`src/include/dcache_cfg.svh`:
```
`ifndef DCACHE_CFG_SVH
`define DCACHE_CFG_SVH

// Datapath widths.
`define DATA_WIDTH 32
`define ADDR_WIDTH 32

// Direct-mapped cache geometry with one word per line.
`define INDEX_BITS 4
`define TAG_BITS 26

`define MEM_WORDS 1024
`define MEM_LATENCY 3 // Cycles from read issue to data.

`endif
```
`src/cacheTypesPkg.sv`:
```
`include "dcache_cfg.svh"

package cacheTypesPkg;

    // Byte address split for the direct-mapped lookup.
    typedef struct packed {
        logic [`TAG_BITS-1:0]                           tag;
        logic [`INDEX_BITS-1:0]                         index;
        logic [`ADDR_WIDTH-`TAG_BITS-`INDEX_BITS-1:0]   offset;
    } addrFields_t;

    typedef struct packed {
        logic                   valid;
        logic [`TAG_BITS-1:0]   tag;
        logic [`DATA_WIDTH-1:0] data;
    } cacheLine_t;

    // Stores and hits finish in RESPOND while misses detour through MISS_WAIT.
    typedef enum logic [1:0] {
        IDLE,
        MISS_WAIT,
        RESPOND
    } ctrlState_e;

endpackage

```
`src/memOpPkg.sv`:
```
`include "dcache_cfg.svh"

package memOpPkg;

    typedef enum logic [2:0] {
        LOAD_BYTE,
        LOAD_HALF,
        LOAD_WORD,
        ULOAD_BYTE,
        ULOAD_HALF,
        STORE_BYTE,
        STORE_HALF,
        STORE_WORD
    } memOp_e;

    // One load or store request.
    typedef struct packed {
        memOp_e                 op;
        logic [`ADDR_WIDTH-1:0] addr;
        logic [`DATA_WIDTH-1:0] wdata; // Ignored by loads.
    } memReq_t;

    function automatic logic isStore(memOp_e op);
        return op inside {STORE_BYTE, STORE_HALF, STORE_WORD};
    endfunction

endpackage

```
`src/cacheController.sv`:
```
`timescale 1ns/1ps
`include "dcache_cfg.svh"

module cacheController
    import memOpPkg::*, cacheTypesPkg::*;
(
    input  logic                   iClk,
    input  logic                   arstN,
    input  logic                   req,
    input  memReq_t                reqData,
    input  logic                   hit,
    input  logic [`DATA_WIDTH-1:0] hitData,
    input  logic                   memRdValid,
    input  logic [`DATA_WIDTH-1:0] memRdData,
    output logic [`INDEX_BITS-1:0] lookupIndex,
    output logic [`TAG_BITS-1:0]   lookupTag,
    output logic                   fillEn,
    output logic [`DATA_WIDTH-1:0] fillData,
    output logic                   invalEn,
    output logic                   memRead,
    output logic                   memWrite,
    output logic [$clog2(`MEM_WORDS)-1:0] memAddr,
    output logic [`DATA_WIDTH-1:0] alignWord,
    output memReq_t                curReq,
    output logic                   busy,
    output logic                   readValid,
    output logic                   storeDone
);
    ctrlState_e  state;
    ctrlState_e  nextState;
    addrFields_t fields;
    logic        accept;
    logic        storeOp;
    logic        missNow;

    assign fields  = curReq.addr;
    assign storeOp = isStore(curReq.op);
    assign missNow = (state == RESPOND) && !storeOp && !hit; // Lookup of captured load failed.

    assign lookupIndex = fields.index;
    assign lookupTag   = fields.tag;
    assign memAddr     = curReq.addr[$clog2(`MEM_WORDS)+1:2];

    assign busy   = missNow || (state == MISS_WAIT);
    assign accept = req && !busy;

    // Single-cycle strobes decoded from the state.
    assign memRead   = missNow;
    assign memWrite  = (state == RESPOND) && storeOp;
    assign invalEn   = memWrite;   // Write-through drops the indexed line.
    assign storeDone = memWrite;
    assign readValid = (state == RESPOND) && !storeOp && hit;

    assign fillEn    = (state == MISS_WAIT) && memRdValid;
    assign fillData  = memRdData;
    assign alignWord = hitData; // Filled line is read back in RESPOND.

    always_ff @(posedge iClk) begin
        if (accept) begin
            curReq <= reqData;
        end
    end

    always_ff @(posedge iClk or negedge arstN) begin
        if (!arstN) begin
            state <= IDLE;
        end else begin
            state <= nextState;
        end
    end

    // A filled line is looked up again in RESPOND and reports a hit.
    always_comb begin
        nextState = state;
        case (state)
            IDLE: begin
                if (accept) nextState = RESPOND;
            end
            RESPOND: begin
                if (missNow) nextState = MISS_WAIT;
                else if (accept) nextState = RESPOND; // Back-to-back request.
                else nextState = IDLE;
            end
            MISS_WAIT: begin
                if (memRdValid) nextState = RESPOND;
            end
            default: nextState = IDLE;
        endcase
    end

    reqNotBusy: assert property (@(posedge iClk) disable iff (!arstN) req |-> !busy)
        else $error("Request issued while busy.");

    rdOnlyInMiss: assert property (@(posedge iClk) disable iff (!arstN)
        memRdValid |-> state == MISS_WAIT)
        else $error("Memory read data outside a miss.");

    missLatency: assert property (@(posedge iClk) disable iff (!arstN)
        memRead |-> ##(`MEM_LATENCY + 1) readValid)
        else $error("Miss did not return its load data on time.");

endmodule

```
`config.mk`:
```
export PLATFORM = sky130hd
export DESIGN_NAME = cacheController
export DESIGN_NICKNAME = d
export VERILOG_FILES = /design/src/cacheTypesPkg.sv /design/src/memOpPkg.sv /design/src/cacheController.sv
export VERILOG_INCLUDE_DIRS = /design/src /design/src/include
export SDC_FILE = /design/constraint.sdc
export NUM_CORES = 1
export LEC_CHECK = 0
export BUFFER_PORTS_ARGS = -buffer_cell sky130_fd_sc_hd__buf_2
export CAP_MARGIN = 5
export CORE_AREA = 2 2 123 125
export CTS_CLUSTER_DIAMETER = 60
export DETAILED_ROUTE_END_ITERATION = 10
export DIE_AREA = 0 0 125 127
export GPL_TIMING_DRIVEN = 0
export PLACE_DENSITY = 0.56
export SETUP_SLACK_MARGIN = 0.05
export SKIP_CTS_REPAIR_TIMING = 1
export SYNTH_ARGS = -nofsm -noshare
export SYNTH_HDL_FRONTEND = slang
export SYNTH_SLANG_ARGS = --single-unit
```
`constraint.sdc`:
```
create_clock -name iClk -period 2.9 [get_ports iClk]
set_input_delay 0.725 -clock iClk [delete_from_list [all_inputs] [get_ports iClk]]
set_output_delay 0.725 -clock iClk [all_outputs]
set_load 0.02 [all_outputs]
```
# Yosys cells after proc, flatten, opt, wreduce, memory -nomap -nowiden

Index checks and enable logic that the tools add are counted.

Bits in read-only memories: 0
Output and inout port bits: 178
Logic and storage cells: 29
Bits in writable memories: 0
Latch bits: 0
Register bits after elaboration: 69
Memories kept: 0
Bits of input ports: 136

Divide/modulo/power cells: 0
Muxes and demuxes: 5
Multipliers: 0
$lt $le $gt $ge: 0
Shift-type cells: 0
Reductions and logical operators: 13
Add/subtract/negate cells: 0
Eq/ne operators: 7
Bitwise operators: 0

Operators by type and width:

| kind                                                             | number |
|---|---|
| 3-bit == test (second input constant)                            | 3 |
| 2-bit two-way mux                                                | 4 |
| 1-bit logical AND                                                | 6 |
| 2-bit one-hot mux with 3 select lines                            | 1 |
| 2-bit inequality test (second input constant)                    | 2 |
| 1-bit zero test                                                  | 3 |
| 3-bit nonzero test                                               | 1 |
| 2-bit by 1-bit == test with 1-bit output (second input constant) | 1 |
| 2-bit == test (second input constant)                            | 1 |
| 2-bit zero test                                                  | 1 |
| 2-bit AND reduction                                              | 1 |
| 1-bit logical OR                                                 | 1 |

# Logic depth before layout (Yosys ltp)

Gate-level depths: netlist of the first run.

Word-level depth: 11
Gate-level depth with buffers: 3
Mapped depth without buffers: 3

# Worst setup path before layout of the first run

Ideal clock, no wire load.

Path type: input to register
Start point: input hit
End point: register curReq[0] (netlist bit) (enable)
Setup slack: -18 ps
Setup time: 433 ps
Arrival time: 2485 ps
Path buffers: 0
Cell stages on the path: 2
Required time: 2467 ps
Path through: nand4b_2 > and3_1

Longest elaborated chain between the ends: 5

Ends and longest elaborated chain:

| what                 | line                  | source |
|---|---|---|
| from (decl)          | cacheController.sv:11 | `input logic hit,` |
| 1-bit zero test      | cacheController.sv:38 | `assign missNow = (state == RESPOND) && !storeOp && !hit;` |
| 1-bit logical AND    | cacheController.sv:38 |  |
| 1-bit logical OR     | cacheController.sv:44 | `assign busy = missNow \|\| (state == MISS_WAIT);` |
| 1-bit zero test      | cacheController.sv:45 | `assign accept = req && !busy;` |
| 1-bit logical AND    | cacheController.sv:45 |  |
| via accept           | cacheController.sv:32 | `logic accept;` |
| to (signal assigned) | cacheController.sv:60 | `curReq <= reqData;` |
| to (decl)            | cacheController.sv:24 | `output memReq_t curReq,` |

The timed path passes the listed nets, and every way through them passes these cells.
A chain may end at the register's enable or synchronous reset.

# Worst setup path after layout of the first run

Start point: register curReq[66] (netlist bit)
End point: output memWrite

Longest elaborated chain between the ends: 3
Elaborated cells on any way between the ends: 5
Those cells by class: eq/ne (3); reduce/logical (2)

Ends and longest elaborated chain:

| what                   | line                  | source |
|---|---|---|
| 3-bit == test          | memOpPkg.sv:24        | `return op inside {STORE_BYTE, STORE_HALF, STORE_WORD};` |
| 3-bit nonzero test (*) | memOpPkg.sv:24        |  |
| 1-bit logical AND (*)  | cacheController.sv:49 | `assign memWrite = (state == RESPOND) && storeOp;` |
| to (decl)              | cacheController.sv:21 | `output logic memWrite,` |

Mark *: on every way between the ends. The rest lies on a longest branch, timed or not.

==> results of run 1 <==
area by class of cell:
| type | count | area (µm²) | share of cell area [%] |
|---|---|---|---|
| flip-flops and latches | 69 | 2060 | 43.3 |
| repair buffers | 249 | 1250 | 26.2 |
| plain buffers | 106 | 796 | 16.7 |
| well taps | 184 | 230 | 4.84 |
| clock buffers | 9 | 225 | 4.73 |
| clock inverters | 7 | 97.6 | 2.05 |
| multi-input cells | 11 | 90.1 | 1.89 |
| inverters | 3 | 11.3 | 0.237 |
| diodes | 1 | 2.50 | 0.0526 |
layer usage:
layer | part of all wire (%) | track usage, % | vias to the layer above
met3 | 12 | 4.48 | 8
met4 | 2.1 | 4.18 | 0
met2 | 56 | 20.4 | 183
li1 | - | - | 1064
met5 | 0 | 0 | -
met1 | 30 | 9.03 | 1052
worst register-to-register path: stages (launching register included):
cell,delay (ps)
dfrtp_1,410
nand2b_1,210
and3_4,800
worst paths after layout:
check / slack, ps / endpoint
max in group asynchronous: 2620 / state[0]$_DFFE_PN0P_
worst min register to register: 670 / state[1]$_DFFE_PN0P_
worst max register to register: 1060 / fields[20]$_DFFE_PP_
worst max-delay path: 680 / memWrite
min in group iClk: 570 / fields[0]$_DFFE_PP_
worst min-delay path: 180 / state[1]$_DFFE_PN0P_
power groups by stage:
stage | Clock [mW] | Combinational, mW | Sequential (mW)
6_report | 1.17 | 0.674 | 1.25
5_1_grt | 1.25 | 0.715 | 1.26
4_1_cts | 1.21 | 0.685 | 1.25
3_5_place_dp | 0 | 0.684 | 1.27
3_3_place_gp | 0 | 0.682 | 1.27
2_1_floorplan | 0 | 0.324 | 1.38
state kept, by name, summed over array words and instances (netlist names):
| name | flops |
|---|---|
| state | 2 |
| curReq | 35 |
| fields | 32 |
kinds of logic after synthesis:
family / after synthesis / synth area share [%]
buffers and inverters: 109 / 27.3
flip-flops: 69 / 69.8
AND/OR/NAND/NOR: 8 / 2.12
AO/OA/AOI/OAI: 3 / 0.762
cells in the mapped netlist, drive strengths merged:
master | count | area share, %
and3 | 1 | 0.21
edfxtp | 67 | 68
nand4b | 1 | 0.51
o21ai | 2 | 0.47
and4 | 1 | 0.34
nand2 | 1 | 0.13
inv | 3 | 0.38
buf | 106 | 27
nand3b | 1 | 0.25
nor2 | 1 | 0.21
a31o | 1 | 0.30
dfrtp | 2 | 1.7
nor3b | 1 | 0.25
nand2b | 1 | 0.21
per-stage QoR:
step	utilization (%)	instances	setup WS (ps)	instance area [µm²]	hold slack, ps
final	33.0	639	681	4760	178
after global routing	33.0	639	593	4760	166
after CTS	33.0	638	666	4760	162
after detailed placement	30.8	622	689	4440	519
after global placement	30.7	622	238	4430	517
after floorplan	-	189	671	2960	429
==> results_dict.tcl, run 1 <==
set metrics [dict create \
    status "complete, no violations" \
    syn_area_um2 2950 \
    yosysSeqAreaShare_pct 69.8 \
    first_pass_iters 4 \
    seqPwrFrac_pct 40.4 \
    drt_iter0_drc 42 \
    clkSinkCount 69 \
    nFillCells 1490 \
    io_pins 314 \
    core_area_um2 14400 \
    clock.fmax_mhz 451 \
    switching_share_pct 27.6 \
    hold_viol 0 \
    dieArea_um2 15900 \
    start_kind "flip-flop" \
    final_cell_mix "249 x buf_2, 106 x buf_4, 67 x edfxtp_1" \
    drive_gt1_share_pct 82.8 \
    wirelength_um 8860 \
    cp.arrival_ps 1490 \
    reg2reg_depth 2 \
    hp-class "in2async" \
    grt_antenna_before_repair 1 \
    wl_per_cell_um 13.9 \
    cp_top_family "flip-flops" \
    path_clk_slew_ps 60 \
    clk_latency_ps 320 \
    startpoint "curReq[66]$_DFFE_PP_" \
    clkPwrFrac_pct 37.9 \
    power_mw 3.10 \
    slew-limit-headroom_pct 40.6 \
    switching_power_mw 0.854 \
    syn_nets 325 \
    period_share_pct 76.5 \
    internal_power_mw 2.24 \
    drv_cap 0 \
    syn_to_final_growth_pct 61.2 \
    setup_violations 0 \
    worstMarginPinSlew_ps 892 \
    cts_inserted_buffers 9 \
    viasPerCell 3.61 \
    drc 0 \
    final_common_cell "buf_2" \
    die_y_um 127 \
    cpPeakStageDelay_ps 370 \
    ant_nets 0 \
    synth_seq_cells 69 \
    avgSynthCellArea_um2 15.6 \
    cp_slowest_cell "edfxtp_1" \
    worstPathMaxFanout 4 \
    cp_cell_sequence "o21ai_2, nor3b_1, buf_4, buf_2" \
    grt_pass1_vias 2346 \
    row_count 44 \
    cp_num_buf_inv 2 \
    p_per_area_nw_per_um2 650 \
    crit_type "reg2out" \
    grt_pass1_wl_um 12300 \
    p_leak_nw 2.37 \
    clockBufferDepth 2 \
    gr-total-overflow 0 \
    nets 585 \
    cts_tree "yes" \
    slew_violations 0 \
    yosysWarningCount 0 \
    end_kind "output port" \
    grt_setup_unrepaired "false" \
    min_period_ps 2220 \
    tns_ps 0 \
    ir_worst_vdd_mv 0.365 \
    io_buffers 249 \
    required_ps 2170 \
    comb_power_share_pct 21.8 \
    root_buffer "clkbuf_16" \
    grt.total_usage_pct 10.3 \
    r2r_start "state[1]$_DFFE_PN0P_" \
    synth_cell_types 15 \
    grt_max_degree 68 \
    htree_levels 3 \
    cp_num_cells 4 \
    routed-via-count 2307 \
    start_util_pct 20.5 \
    syn_inst 189 \
    fin_skew_ps 7.55 \
    gp_congestion 0.876 \
    die_x_um 125 \
]
(Power assumes the default switching activity.)
==> run 2, diff against run 1 <==
CORE_AREA = 2 2 122 124   (was 2 2 123 125)
DIE_AREA = 0 0 124 126   (was 0 0 125 127)
PLACE_DENSITY = 0.58   (was 0.56)
clock period = 2 ns   (was 2.9 ns; I/O delays follow)
==> run 2 against run 1 <==
Effect of this change: design area up 0.34%; clock power up 43%; final cell count rose by 0.16%; highest routed layer unchanged.
==> results_dict.tcl, run 2 (synthesis gave the netlist of run 1 again) <==
set metrics [dict create \
    status "complete, no violations" \
    place_hpwl_um 7130 \
    drc 0 \
    syn_to_final_growth_pct 61.7 \
    whs_ps 350 \
    hold_viol 0 \
    die_x_um 124 \
    cp_cell_sequence "o21ai_4, nand4b_2, nand2_1, buf_2" \
    grt_antenna_before_repair 1 \
    start_kind "flip-flop" \
    wirelength_um 8410 \
    p_leak_nw 2.38 \
    grt_pass1_vias 2218 \
    cpPeakStageDelay_ps 430 \
    htree_levels 3 \
    gr-total-overflow 0 \
    gp_congestion 0.737 \
    grt_pass1_wl_um 11400 \
    cp_slowest_cell "edfxtp_1" \
    cts_inserted_buffers 9 \
    grt_max_degree 68 \
    ir_worst_vdd_mv 0.714 \
    first_pass_iters 4 \
    root_buffer "clkbuf_16" \
    seqCellArea_um2 2060 \
    required_ps 1500 \
    grt.total_usage_pct 9.98 \
    r2r_slack_ps 190 \
    fin_skew_ps 3.96 \
    clock.fmax_mhz 533 \
    worstPathMaxFanout 4 \
    start_util_pct 20.6 \
    core_area_um2 14300 \
    ant_nets 0 \
    dieArea_um2 15600 \
    min_period_ps 1880 \
    cts_tree "yes" \
    place_area_um2 4440 \
    drive_gt1_share_pct 82.6 \
    viasPerCell 3.58 \
    routed-via-count 2293 \
    end_kind "output port" \
    hp-class "in2reg" \
    cp.arrival_ps 1380 \
    drv_cap 0 \
    wl_per_cell_um 13.1 \
    tns_ps 0 \
    multi_input_area_um2 103 \
    power_mw 4.45 \
    crit_type "reg2out" \
    design_area_um2 4780 \
    largest_reg_flops 35 \
    setup_violations 0 \
    clockBufferDepth 2 \
    p_per_area_nw_per_um2 932 \
    top_register "curReq" \
    final_core_util_pct 33.4 \
    io_pins 314 \
    die_y_um 126 \
    clk_latency_ps 320 \
    io_buffers 249 \
    nets 586 \
    period_share_pct 93.8 \
    row_count 44 \
    nFillCells 1462 \
    final_cell_mix "249 x buf_2, 106 x buf_4, 67 x edfxtp_1" \
    worstMarginPinSlew_ps 871 \
    grt_setup_unrepaired "true" \
    slew_violations 0 \
    clkSinkCount 69 \
    drt_iter0_drc 35 \
    slew-limit-headroom_pct 41.9 \
    final_common_cell "buf_2" \
    path_clk_slew_ps 60 \
]
-- run 2: cell types whose count changed in the layout (fill, tap and decap cells not counted), sizes merged --
cell	change
clkbuf	+1
clkinv	+2
clkinvlp	-2
dlygate4sd3	+1
inv	-1
-- run 2: final timing paths --
kind                                 startpoint                   end  cells past startpoint
max                        curReq[65]$_DFFE_PP_                  busy                      4
min                                 reqData[20]  curReq[20]$_DFFE_PP_                      1
max reg2reg                curReq[65]$_DFFE_PP_  fields[22]$_DFFE_PP_                      3
min reg2reg                state[0]$_DFFE_PN0P_  state[1]$_DFFE_PN0P_                      2
max in group asynchronous                 arstN  state[1]$_DFFE_PN0P_                      2
min in group asynchronous                 arstN  state[0]$_DFFE_PN0P_                      2
-- run 2: critical path: cells and delay by family (launching register included) --
kind            cells  cell delay, ps
flops               1             430
simple gates        2             250
compound gates      1             220
buf+inv             1             160
-- run 2: layer usage --
| metal | GRT usage [%] | share of wire [%] |
|---|---|---|
| met1 | 8.57 | 29 |
| met2 | 19.3 | 56 |
| met3 | 4.89 | 14 |
| met4 | 3.57 | 1.0 |
| met5 | 0 | 0 |
-- run 2: final cells by class --
class | instances | area share, %
inverter | 3 | 0.236
timing repair buffer | 250 | 26.3
sequential | 69 | 43.2
antenna | 1 | 0.0524
clock buffer | 10 | 4.79
clock inverter | 6 | 1.83
tap | 184 | 4.82
buffer | 106 | 16.7
multi-input combinational | 11 | 2.15
-- run 2: metrics by stage --
step           worst slack, ps  cells
2_1_floorplan              273    189
3_3_place_gp              57.3    622
3_5_place_dp              6.05    622
4_1_cts                   85.6    638
5_1_grt                   20.0    639
6_report                   124    640
-- run 2: report_power, final --
part	leakage (nW)	switching (mW)	internal, mW
clock	0.156	0.575	1.09
sequential	0.671	0.0583	1.76
combinational	1.56	0.570	0.401
total	2.38	1.20	3.25
==> run 3, diff against run 2 <==
CTS_BUF_LIST = sky130_fd_sc_hd__clkbuf_16   (was not set)
==> run 3 against run 2 <==
Effect of this change: sequential share of layout area unchanged; non-clock buffer count unchanged; total power down 0.12%; worst setup slack about the same; design area unchanged; core utilization unchanged; wire length did not move.
==> results_dict.tcl, run 3 (synthesis gave the netlist of run 1 again) <==
set metrics [dict create \
    fin_skew_ps 3.96 \
    cts_tree "yes" \
    final_common_cell "buf_2" \
    viasPerCell 3.58 \
    io_pins 314 \
    ant_nets 0 \
    hp-class "in2reg" \
    grt_pass1_wl_um 11400 \
    worstPathMaxFanout 4 \
    switching_power_mw 1.20 \
    drt_iter0_drc 35 \
    period_share_pct 93.8 \
    clockBufferDepth 2 \
    final_cell_mix "249 x buf_2, 106 x buf_4, 67 x edfxtp_1" \
    io_buffers 249 \
    ir_worst_vdd_mv 0.714 \
    wl_per_cell_um 13.1 \
    slew-limit-headroom_pct 41.9 \
    gp_congestion 0.737 \
    dieArea_um2 15600 \
    seqCellArea_um2 2060 \
    clk_latency_ps 320 \
    fin_ws_ps 124 \
    path_clk_slew_ps 60 \
    min_period_ps 1880 \
    wirelength_um 8410 \
    die_y_um 126 \
    die_x_um 124 \
    p_per_area_nw_per_um2 931 \
    comb_power_share_pct 21.8 \
    grt_antenna_before_repair 1 \
    slew_violations 0 \
    seqPwrFrac_pct 40.8 \
    drc 0 \
    whs_ps 350 \
    worstHoldStart "reqData[20]" \
    startpoint "curReq[65]$_DFFE_PP_" \
    grt_max_degree 68 \
    end_kind "output port" \
    switching_share_pct 27.0 \
    drive_gt1_share_pct 82.6 \
    clkSinkCount 69 \
    internal_power_mw 3.24 \
    htree_levels 3 \
    routed-via-count 2294 \
    place_hpwl_um 7130 \
    core_area_um2 14300 \
    top_register "curReq" \
    grt_pass1_vias 2218 \
    drv_cap 0 \
    syn_to_final_growth_pct 61.7 \
    dp_slack_ps 6.05 \
    setup_violations 0 \
    grt_setup_unrepaired "true" \
    clock.fmax_mhz 533 \
    worstMarginPinSlew_ps 871 \
    cp.arrival_ps 1380 \
    nets 586 \
    tns_ps 0 \
    required_ps 1500 \
    largest_reg_flops 35 \
    cts_inserted_buffers 9 \
    nFillCells 1462 \
    row_count 44 \
    hold_viol 0 \
    multi_input_area_um2 103 \
    first_pass_iters 4 \
    root_buffer "clkbuf_16" \
    p_leak_nw 2.39 \
    grt.total_usage_pct 9.98 \
    status "complete, no violations" \
    gr-total-overflow 0 \
    crit_type "reg2out" \
    clkPwrFrac_pct 37.3 \
    start_util_pct 20.6 \
    r2r_start "curReq[65]$_DFFE_PP_" \
    start_kind "flip-flop" \
]
run 3: metrics by stage:
stage | total power, mW | std cells | util [%] | area [µm²]
floorplan | 2.47 | 189 | - | 2960
global placement | 2.82 | 622 | 31.0 | 4440
detailed placement | 2.83 | 622 | 31.0 | 4440
CTS | 4.51 | 638 | 33.2 | 4760
global route | 4.64 | 639 | 33.4 | 4770
finish | 4.45 | 640 | 33.4 | 4780
run 3: power by group through the flow:
stage / clock network [mW] / logic (mW) / registers, mW
finish: 1.66 / 0.971 / 1.82
global route: 1.76 / 1.04 / 1.83
CTS: 1.71 / 0.985 / 1.82
detailed placement: 0 / 0.987 / 1.85
global placement: 0 / 0.981 / 1.84
floorplan: 0 / 0.473 / 1.99
run 3: area by class of cell:
| type | instances | area share (%) |
|---|---|---|
| Sequential cell | 69 | 43.2 |
| Timing Repair Buffer | 250 | 26.3 |
| Buffer | 106 | 16.7 |
| Tap cell | 184 | 4.82 |
| Clock buffer | 9 | 4.71 |
| Multi-Input combinational cell | 11 | 2.15 |
| Clock inverter | 7 | 1.91 |
| Inverter | 3 | 0.236 |
| Antenna cell | 1 | 0.0524 |
run 3: path summary, 6_finish.rpt:
check	to	slack [ps]	cells after the start
setup reg to reg	fields[22]$_DFFE_PP_	190	3
max in group asynchronous	state[1]$_DFFE_PN0P_	1400	2
hold reg to reg	state[1]$_DFFE_PN0P_	680	2
min in group asynchronous	state[0]$_DFFE_PN0P_	500	2
setup / recovery	busy	120	4
hold / removal	curReq[20]$_DFFE_PP_	350	1
run 3: per-layer routing:
metal	track usage, %	vias to the layer above	wire, µm
li1	-	1066	-
met1	8.57	1045	2420
met2	19.3	178	4720
met3	4.89	5	1180
met4	3.57	0	85
met5	0	-	0
run 3: worst max-delay path, cell delays in order, from the launching register on:
cell and delay (ps):
edfxtp_1 430, o21ai_4 220, nand4b_2 170, nand2_1 80
buf_2 160
